**config.mk**
```make
export PLATFORM = sky130hd
export DESIGN_NAME = ks10Cpu
export DESIGN_NICKNAME = d
export VERILOG_FILES = /design/src/logic/ks10Pkg.sv /design/src/logic/aprFlags.sv /design/src/logic/cpuControl.sv /design/src/logic/intervalTimer.sv /design/src/logic/intrPriority.sv /design/src/logic/ks10Cpu.sv
export VERILOG_INCLUDE_DIRS = /design/src /design/src/logic
export SDC_FILE = /design/constraint.sdc
export NUM_CORES = 1
export LEC_CHECK = 0
export BUFFER_PORTS_ARGS = -buffer_cell sky130_fd_sc_hd__buf_2
export CORE_ASPECT_RATIO = 0.9
export CORE_MARGIN = 4
export CORE_UTILIZATION = 50
export CTS_CLUSTER_SIZE = 12
export DETAILED_ROUTE_END_ITERATION = 10
export PLACE_DENSITY = 0.76
export SETUP_SLACK_MARGIN = 0.1
export SLEW_MARGIN = 25
export SYNTH_ARGS = -nofsm -noshare
export SYNTH_HDL_FRONTEND = slang
export SYNTH_HIERARCHICAL = 1
export SYNTH_SLANG_ARGS = --single-unit
```
**constraint.sdc**
```tcl
create_clock -name clk -period 3.81 [get_ports clk]
set_input_delay 0.762 -clock clk [delete_from_list [all_inputs] [get_ports clk]]
set_output_delay 0.762 -clock clk [all_outputs]
set_load 0.03 [all_outputs]
```
**src/logic/ks10_defines.svh**
```systemverilog
// Widths and constants for the KS10 interrupt shell, included by RTL and testbench alike
`ifndef KS10_DEFINES_SVH
`define KS10_DEFINES_SVH

////////////////////////////////////////////////////////////
// Interrupt priority
////////////////////////////////////////////////////////////

`define KS10_INTR_LEVELS 7            // Levels 1..7, level 1 highest, 0 is none

////////////////////////////////////////////////////////////
// Interval timer
////////////////////////////////////////////////////////////

`define KS10_TIMER_WIDTH 18           // Millisecond count width
`define KS10_TIMER_PRESCALE 4         // Clocks per tick, small for simulation
`define KS10_TIMER_INTERVAL_BITS 4    // Low count bits, flag every 16 ticks

// APR command data field
`define KS10_APR_DATA_WIDTH 8

`endif

```
**src/logic/ks10Pkg.sv**
```systemverilog
// Shared types of the KS10 interrupt shell, imported by the RTL modules and the testbench
`default_nettype none

`include "ks10_defines.svh"

package ks10Pkg;

   // Priority level, 0 means no interrupt
   typedef logic [2:0] intrLevel_t;

   // APR flag bits, cslIntr is the MSB
   typedef struct packed {
      logic cslIntr;      // KS10 interrupt to console
      logic pwrFail;      // Power fail
      logic nxm;          // Nonexistent memory
      logic badData;      // Uncorrectable memory data
      logic corData;      // Corrected memory data
      logic timerDone;    // Interval timer wrapped
      logic consoleReq;   // Console interrupt to KS10
   } aprFlags_t;

   // APR command opcodes
   typedef enum logic [1:0] {
      setFlags,
      clrFlags,
      loadEnables,
      dismiss
   } aprOp_t;

   // Command word, 13 bits
   typedef struct packed {
      aprOp_t                          op;
      logic [`KS10_APR_DATA_WIDTH-1:0] data;    // Flag or enable bits
      intrLevel_t                      level;   // APR level for loadEnables
   } aprCmd_t;

   // Console switch strobes
   typedef struct packed {
      logic run;
      logic cont;
      logic exec;
      logic halt;
   } cslSwitch_t;

endpackage

`default_nettype wire

```
**src/logic/aprFlags.sv**
```systemverilog
// APR flag, enable and level registers with command decode and the console interrupt output
`timescale 1ns/1ps
`default_nettype none

`include "ks10_defines.svh"

module aprFlags import ks10Pkg::*; (
   input  wire logic                   clk,           // Clock
   input  wire logic                   arstN,         // Async reset, active low
   input  wire logic                   aprCmdValid,   // Command strobe
   input  wire aprCmd_t                aprCmd,        // Command word
   input  wire logic                   timerTick,     // Interval wrap
   input  wire logic                   ks10Intr,      // Console interrupt to KS10
   output logic [`KS10_INTR_LEVELS-1:0] aprIntr,      // One-hot request at APR level
   output logic                        cslIntr,       // KS10 interrupt to console
   output logic                        dismiss        // Dismiss pulse
);

   aprFlags_t  flagReg;      // APR flags
   aprFlags_t  enableReg;    // Interrupt enables
   intrLevel_t aprLevel;     // Programmed APR level
   aprFlags_t  cmdMask;      // Flag bits of the data field
   aprFlags_t  hwSet;        // Flags set by hardware
   aprFlags_t  flagNext;
   aprFlags_t  reqFlags;     // Enabled and set
   logic       loadEn;

   assign cmdMask = aprFlags_t'(aprCmd.data[$bits(aprFlags_t)-1:0]);
   assign loadEn  = aprCmdValid && (aprCmd.op == loadEnables);
   assign dismiss = aprCmdValid && (aprCmd.op == ks10Pkg::dismiss);

   ////////////////////////////////////////////////////////////
   // Flag update
   ////////////////////////////////////////////////////////////

   always_comb begin
      hwSet            = '0;
      hwSet.timerDone  = timerTick;
      hwSet.consoleReq = ks10Intr;       // Held while the console asserts it
      flagNext         = flagReg;
      if (aprCmdValid) begin
         case (aprCmd.op)
            setFlags: flagNext = flagReg | cmdMask;
            clrFlags: flagNext = flagReg & ~cmdMask;
            default:  flagNext = flagReg;
         endcase
      end
      flagNext = flagNext | hwSet;        // Hardware set over clear
   end

   always_ff @(posedge clk or negedge arstN) begin
      if (!arstN) begin
         flagReg   <= '0;
         enableReg <= '0;
         aprLevel  <= '0;
      end else begin
         flagReg <= flagNext;
         if (loadEn) begin
            enableReg <= cmdMask;
            aprLevel  <= aprCmd.level;
         end
      end
   end

   // Request at the APR level, console flag excluded
   always_comb begin
      reqFlags         = flagReg & enableReg;
      reqFlags.cslIntr = 1'b0;
      aprIntr          = '0;
      if ((|reqFlags) && (aprLevel != '0)) begin
         aprIntr[aprLevel - 3'd1] = 1'b1;
      end
   end

   assign cslIntr = flagReg.cslIntr;

endmodule

`default_nettype wire

```
**src/logic/cpuControl.sv**
```systemverilog
// Run/halt state from the console switches and interrupt acceptance with the current priority
`timescale 1ns/1ps
`default_nettype none

module cpuControl import ks10Pkg::*; (
   input  wire logic       clk,           // Clock
   input  wire logic       arstN,         // Async reset, active low
   input  wire cslSwitch_t cslSwitch,     // Console switch strobes
   input  wire logic       intrPending,   // Requested level preempts current
   input  wire intrLevel_t reqIntp,       // Requested level
   input  wire logic       dismiss,       // Dismiss strobe from APR
   output logic            cpuHalt,       // Halted
   output logic            cpuRun,        // Running
   output logic            intrAck,       // Acceptance pulse
   output intrLevel_t      intrLevel      // Current level
);

   intrLevel_t curIntp;      // Current interrupt priority
   logic       goStrobe;     // Any strobe that starts the CPU
   logic       accept;       // Take the pending request this cycle

   ////////////////////////////////////////////////////////////
   // Run/halt state
   ////////////////////////////////////////////////////////////

   assign goStrobe = cslSwitch.run | cslSwitch.cont | cslSwitch.exec;

   always_ff @(posedge clk or negedge arstN) begin
      if (!arstN) begin
         cpuHalt <= 1'b1;                 // Come up halted
      end else if (cslSwitch.halt) begin
         cpuHalt <= 1'b1;                 // Halt wins
      end else if (goStrobe) begin
         cpuHalt <= 1'b0;
      end
   end

   assign cpuRun = ~cpuHalt;

   ////////////////////////////////////////////////////////////
   // Interrupt acceptance
   ////////////////////////////////////////////////////////////

   // No acceptance while a halt lands or right after an ack
   assign accept = cpuRun & intrPending & ~cslSwitch.halt & ~intrAck;

   always_ff @(posedge clk or negedge arstN) begin
      if (!arstN) begin
         intrAck <= 1'b0;
         curIntp <= '0;
      end else begin
         intrAck <= accept;
         if (accept) begin
            curIntp <= reqIntp;           // Acceptance beats a dismiss
         end else if (dismiss) begin
            curIntp <= '0;                // No stacking, back to none
         end
      end
   end

   assign intrLevel = curIntp;            // Valid with the ack pulse

endmodule

`default_nettype wire

```
**src/logic/intervalTimer.sv**
```systemverilog
// Prescaled millisecond counter, gated by the console enable and run state, pulses on interval wrap
`timescale 1ns/1ps
`default_nettype none

`include "ks10_defines.svh"

module intervalTimer (
   input  wire logic                    clk,          // Clock
   input  wire logic                    arstN,        // Async reset, active low
   input  wire logic                    cslTimerEn,   // Console timer enable
   input  wire logic                    cpuRun,       // CPU running
   output logic                         timerTick,    // Interval wrap pulse
   output logic [`KS10_TIMER_WIDTH-1:0] timerCount    // Millisecond count
);

   localparam int preWidth = ($clog2(`KS10_TIMER_PRESCALE) < 1) ?
                             1 : $clog2(`KS10_TIMER_PRESCALE);

   logic [preWidth-1:0] preCount;   // Prescaler
   logic                countEn;
   logic                preWrap;    // Last prescaler cycle

   assign countEn = cslTimerEn & cpuRun;
   assign preWrap = (preCount == preWidth'(`KS10_TIMER_PRESCALE - 1));

   always_ff @(posedge clk or negedge arstN) begin
      if (!arstN) begin
         preCount   <= '0;
         timerCount <= '0;
         timerTick  <= 1'b0;
      end else if (countEn) begin
         preCount  <= preWrap ? '0 : preCount + 1'b1;
         timerTick <= 1'b0;
         if (preWrap) begin
            timerCount <= timerCount + 1'b1;
            // Low bits all ones roll over to zero here
            timerTick  <= &timerCount[`KS10_TIMER_INTERVAL_BITS-1:0];
         end
      end else begin
         timerTick <= 1'b0;                // Hold count while gated off
      end
   end

endmodule

`default_nettype wire

```
**src/logic/intrPriority.sv**
```systemverilog
// Combinational priority encoder over bus and APR requests against the current interrupt level
`timescale 1ns/1ps
`default_nettype none

`include "ks10_defines.svh"

module intrPriority import ks10Pkg::*; (
   input  wire logic [`KS10_INTR_LEVELS-1:0] busIntr,      // Unibus requests
   input  wire logic [`KS10_INTR_LEVELS-1:0] aprIntr,      // APR request
   input  wire intrLevel_t                   curIntp,      // Current level
   output intrLevel_t                        reqIntp,      // Highest requested level
   output logic                              intrPending   // Preempts current level
);

   logic [`KS10_INTR_LEVELS-1:0] allReq;   // Merged requests

   assign allReq = busIntr | aprIntr;

   // Scan down so the lowest-numbered level ends up in reqIntp
   always_comb begin
      reqIntp = '0;
      for (int k = `KS10_INTR_LEVELS - 1; k >= 0; k--) begin
         if (allReq[k]) begin
            reqIntp = intrLevel_t'(k + 1);
         end
      end
   end

   // Lower number is higher priority
   assign intrPending = (reqIntp != '0) &&
                        ((curIntp == '0) || (reqIntp < curIntp));

endmodule

`default_nettype wire

```
**src/logic/ks10Cpu.sv**
```systemverilog
// Top of the KS10 interrupt shell, connects run/halt control, APR flags, timer and priority logic
`timescale 1ns/1ps
`default_nettype none

`include "ks10_defines.svh"

module ks10Cpu import ks10Pkg::*; (
   input  wire logic                         clk,          // Clock
   input  wire logic                         arstN,        // Async reset, active low
   input  wire cslSwitch_t                   cslSwitch,    // Console switch strobes
   input  wire logic                         cslTimerEn,   // Console timer enable
   input  wire logic                         ks10Intr,     // Console interrupt to KS10
   input  wire logic [`KS10_INTR_LEVELS-1:0] busIntr,      // Unibus requests, bit k is level k+1
   input  wire logic                         aprCmdValid,  // Command strobe
   input  wire aprCmd_t                      aprCmd,       // Command word
   output logic                              cslIntr,      // KS10 interrupt to console
   output logic                              cpuHalt,      // Run/halt status
   output logic                              intrAck,      // Interrupt accepted
   output intrLevel_t                        intrLevel,    // Current interrupt level
   output logic [`KS10_TIMER_WIDTH-1:0]      timerCount    // Millisecond count
);

   logic                         cpuRun;        // Timer gate
   logic [`KS10_INTR_LEVELS-1:0] aprIntr;       // One-hot APR request
   intrLevel_t                   reqIntp;       // Highest requested level
   logic                         intrPending;   // Request preempts current level
   logic                         timerTick;     // Interval wrap
   logic                         dismiss;       // Return to no interrupt

   ////////////////////////////////////////////////////////////
   // Control and datapath
   ////////////////////////////////////////////////////////////

   cpuControl cpuControl_inst (
      .clk         (clk),
      .arstN       (arstN),
      .cslSwitch   (cslSwitch),
      .intrPending (intrPending),
      .reqIntp     (reqIntp),
      .dismiss     (dismiss),
      .cpuHalt     (cpuHalt),
      .cpuRun      (cpuRun),
      .intrAck     (intrAck),
      .intrLevel   (intrLevel)
   );

   aprFlags aprFlags_inst (
      .clk         (clk),
      .arstN       (arstN),
      .aprCmdValid (aprCmdValid),
      .aprCmd      (aprCmd),
      .timerTick   (timerTick),
      .ks10Intr    (ks10Intr),
      .aprIntr     (aprIntr),
      .cslIntr     (cslIntr),
      .dismiss     (dismiss)
   );

   intervalTimer intervalTimer_inst (
      .clk         (clk),
      .arstN       (arstN),
      .cslTimerEn  (cslTimerEn),
      .cpuRun      (cpuRun),
      .timerTick   (timerTick),
      .timerCount  (timerCount)
   );

   // intrLevel is the current priority register
   intrPriority intrPriority_inst (
      .busIntr     (busIntr),
      .aprIntr     (aprIntr),
      .curIntp     (intrLevel),
      .reqIntp     (reqIntp),
      .intrPending (intrPending)
   );

endmodule

`default_nettype wire

```
==> flow_summary.toml <==
[flow_run]
drv_cap = 0

[sta]
whs_ns = 0.4413
slew-limit-headroom_pct = 60.79
finalHoldViolations = 0
fin_skew_ns = 0.007075
slew_violations = 0
finalSetupViolations = 0
tns_ns = 0
fin_crit_ns = 3.531
tightest_slew_ns = 0.5869
fin_ws_ns = 0.2785
rsz0062_at_grt = "no"
period_share_pct = 92.69
fmax_mhz = 283.2

[final_layout]
area_growth_pct = 23.79
final_common_cell = "buf_2"
n_fill_cell = 339
fin_nets = 289
final_cell_mix = "50 x buf_2, 41 x dfrtp_1, 14 x inv_1, 12 x nand2_1, 11 x mux2_2"
insertedDiodeCount = 0
final_layout_size_suffix_gt1_share_pct = 38.98

[routing]
firstDrtPassIters = 4
wire_per_inst_um = 14.29
wl_met1_um = 1948
wl_met2_um = 2121
route.detailed.drc = 0
drt_iter0_drc = 66
routed_wl_um = 4315
viasPerCell = 5.308
antenna_left = 0
routed.top_layer = "met4"
num_vias = 1603
route.met3.wl_um = 198

[placement]
globalplace.congestion = 0.7562
numPortBuffers = 51
preCtsSetupSlack_ns = 0.1333
dp_hpwl_um = 3179

[setup_path]
r2r-end = "cpuControl_inst/intrLevel[1]"
cp_max_fo = 4
r2r-start = "aprFlags_inst/aprLevel[0]"
r2r_slack_ns = 0.28
start_kind = "register"
arrival_ns = 3.70
r2r_cells = 15
crit_slowest_cell = "or4b_4"
crit_required_ns = 3.98
worstSetupEndpointType = "register"
crit_chain = "inv_2, ha_1, xor2_2, or3_4, nor3_1, or2_1, nor3_4, a21oi_2, ha_1, a21oi_1, nand3_1, a21oi_1, o32a_1, or4b_4, mux2_4"
worst-setup-path-type = "register to register"
max_stage_delay_ns = 0.50

[worst_hold_path]
hold_class = "input port to asynchronous set/reset pin"

[clocking]
clockRootBuffer = "clkbuf_8"
clock_latency_ns = 0.29
cts_made_buffers = 5
clk_pin_slew_ns = 0.08
cts_hold_buf = 0
cts.sinks = 42
ctsHtreeMaxLevel = 2
cts_buffer_depth = 2
tritoncts = "done"

[synthesis]
syn_area_sq_mm = 0.002146
yosys_warnings = 6
syn-instance-count = 195
ys_types = 41
ys_seq_area_share_pct = 49.04
synth_nets = 230
async_flop_share_pct = 100.0
syn_avg_cell_area_sq_um = 11.00
synth_top_flop_cell = "dfrtp_1"
synth_edf_count = 0
ys_seq_elements = 42

[die]
die_y_um = 70.15
die_w_um = 77.06
dieArea_sq_mm = 0.005405
num_rows = 22
start_util_pct = 52.32
ios = 53
fp.coreArea_sq_mm = 0.004101

[power]
power_density_mw_per_mm2 = 511.0
p_int_uw = 920.5
p_seq_share_pct = 42.4
switching_power_uw = 436.9
switching_share_pct = 32.19
vdd_drop_max_v = 0.0004897
p_leak_nw = 1.372
pwr-share-comb_pct = 31.5
clkPwrFrac_pct = 26.1

[global_routing]
grt_pass1_vias = 1568
grt_usage_pct = 16.33
grt_antenna_before_repair = 0
overflow = 0
grt_start_max_net_pins = 43
grt_pass1_wl_um = 7072

[run_status]
status = "finished, final reports clean"
==> synth_stat cells (2+ instances only) <==
cell type	n	area share, %
a21boi_0	2	0.70
a21oi_1	5	1.2
a22oi_1	3	1.0
and3_1	7	2.0
and4_1	2	0.82
clkbuf_1	2	0.35
dfrtp_1	41	48
ha_1	6	3.5
inv_1	15	2.6
mux2_2	11	5.8
mux2_4	3	2.1
mux2i_1	5	2.3
nand2_1	12	2.1
nand3_1	8	1.9
nand4_1	6	1.7
nor2_1	8	1.4
nor2b_1	5	1.5
nor3_1	11	2.6
nor3_2	2	0.93
nor4_1	2	0.58
o21bai_1	2	0.70
or3_1	2	0.58
xnor2_1	9	3.7
xor2_1	9	3.7
==> through the flow <==
step | cells | util [%] | cell area, sq um | power [mW]
floorplan | 195 | - | 2146 | 0.8512
global placement | 291 | 59.61 | 2445 | 0.9503
detailed placement | 291 | 59.61 | 2445 | 0.9641
CTS | 298 | 62.51 | 2564 | 1.326
global route | 302 | 64.77 | 2656 | 1.437
finish | 302 | 64.77 | 2656 | 1.357
==> state kept, by name, summed over array words and instances (netlist names) <==
signal                         flops
cpuControl_inst/intrLevel          3
aprFlags_inst/flagReg              6
cpuControl_inst/cpuHalt            1
intervalTimer_inst/preCount        2
intervalTimer_inst/timerTick       1
aprFlags_inst/aprLevel             3
cpuControl_inst/intrAck            1
intervalTimer_inst/timerCount     18
aprFlags_inst/enableReg            6
aprFlags_inst/cslIntr              1
==> final cells by class <==
type | count | area [sq um] | share of cell area, %
tap | 48 | 60.06 | 2.261
timing repair buffer | 56 | 295.3 | 11.12
inverter | 15 | 56.30 | 2.120
multi-input combinational | 134 | 1080 | 40.65
clock inverter | 1 | 30.03 | 1.130
clock buffer | 6 | 82.58 | 3.109
sequential | 42 | 1052 | 39.61
==> repair_timing <==
action | CTS | global route
resized for setup | 2 | 13
setup endpoints to repair | 3 | 3
setup buffers | 0 | 4
pin swaps | 0 | 2
==> worst max-delay path, delay by kind of cell, from the launching register on <==
kind | cells | cell delay, ns
flops | 1 | 0.37
mux | 1 | 0.32
xor+xnor | 1 | 0.18
fa+ha+maj | 2 | 0.48
buf+inv | 1 | 0.06
simple gates | 6 | 1.37
compound gates | 4 | 0.64
==> how the worst max path moves through the flow <==
stage / start / to / slack, ns / cells past startpoint
5_1_grt: aprFlags_inst/aprLevel[0] / cpuControl_inst/intrLevel[1] / 0.1 / 15
3_3_place_gp: aprFlags_inst/aprLevel[0] / cpuControl_inst/intrLevel[1] / 0.21 / 14
4_1_cts: aprFlags_inst/aprLevel[0] / cpuControl_inst/intrLevel[1] / 0.13 / 15
3_5_place_dp: aprFlags_inst/aprLevel[0] / cpuControl_inst/intrLevel[1] / 0.13 / 14
2_1_floorplan: aprFlags_inst/aprLevel[0] / cpuControl_inst/intrLevel[1] / 0.38 / 15
6_report: aprFlags_inst/aprLevel[0] / cpuControl_inst/intrLevel[1] / 0.28 / 15
==> kinds of logic (layout without fill, tap and decap cells) <==
group | after synthesis | after routing | synth area share [%]
AOI/OAI and AO/OA | 18 | 18 | 6.647
xor gates and xnor gates | 18 | 18 | 7.347
adders and majority gates | 6 | 6 | 3.498
buffers and inverters | 19 | 78 | 3.731
DFF | 42 | 42 | 49.04
muxes | 19 | 19 | 10.20
and+or+nand+nor | 73 | 73 | 19.53
==> power by group through the flow <==
stage	clock [mW]	sequential [mW]	combinational (mW)
2_1_floorplan	0	0.635	0.216
3_3_place_gp	0	0.579	0.371
3_5_place_dp	0	0.582	0.382
4_1_cts	0.366	0.574	0.386
5_1_grt	0.384	0.587	0.466
6_report	0.354	0.576	0.428
==> metal layers <==
metal  vias up  GRT usage [%]
met5         -              0
met4         0          6.522
met3         6          4.768
met2        30          25.53
met1       769          21.34
li1        798              -
Note: power is estimated with default switching activity, not from simulation.
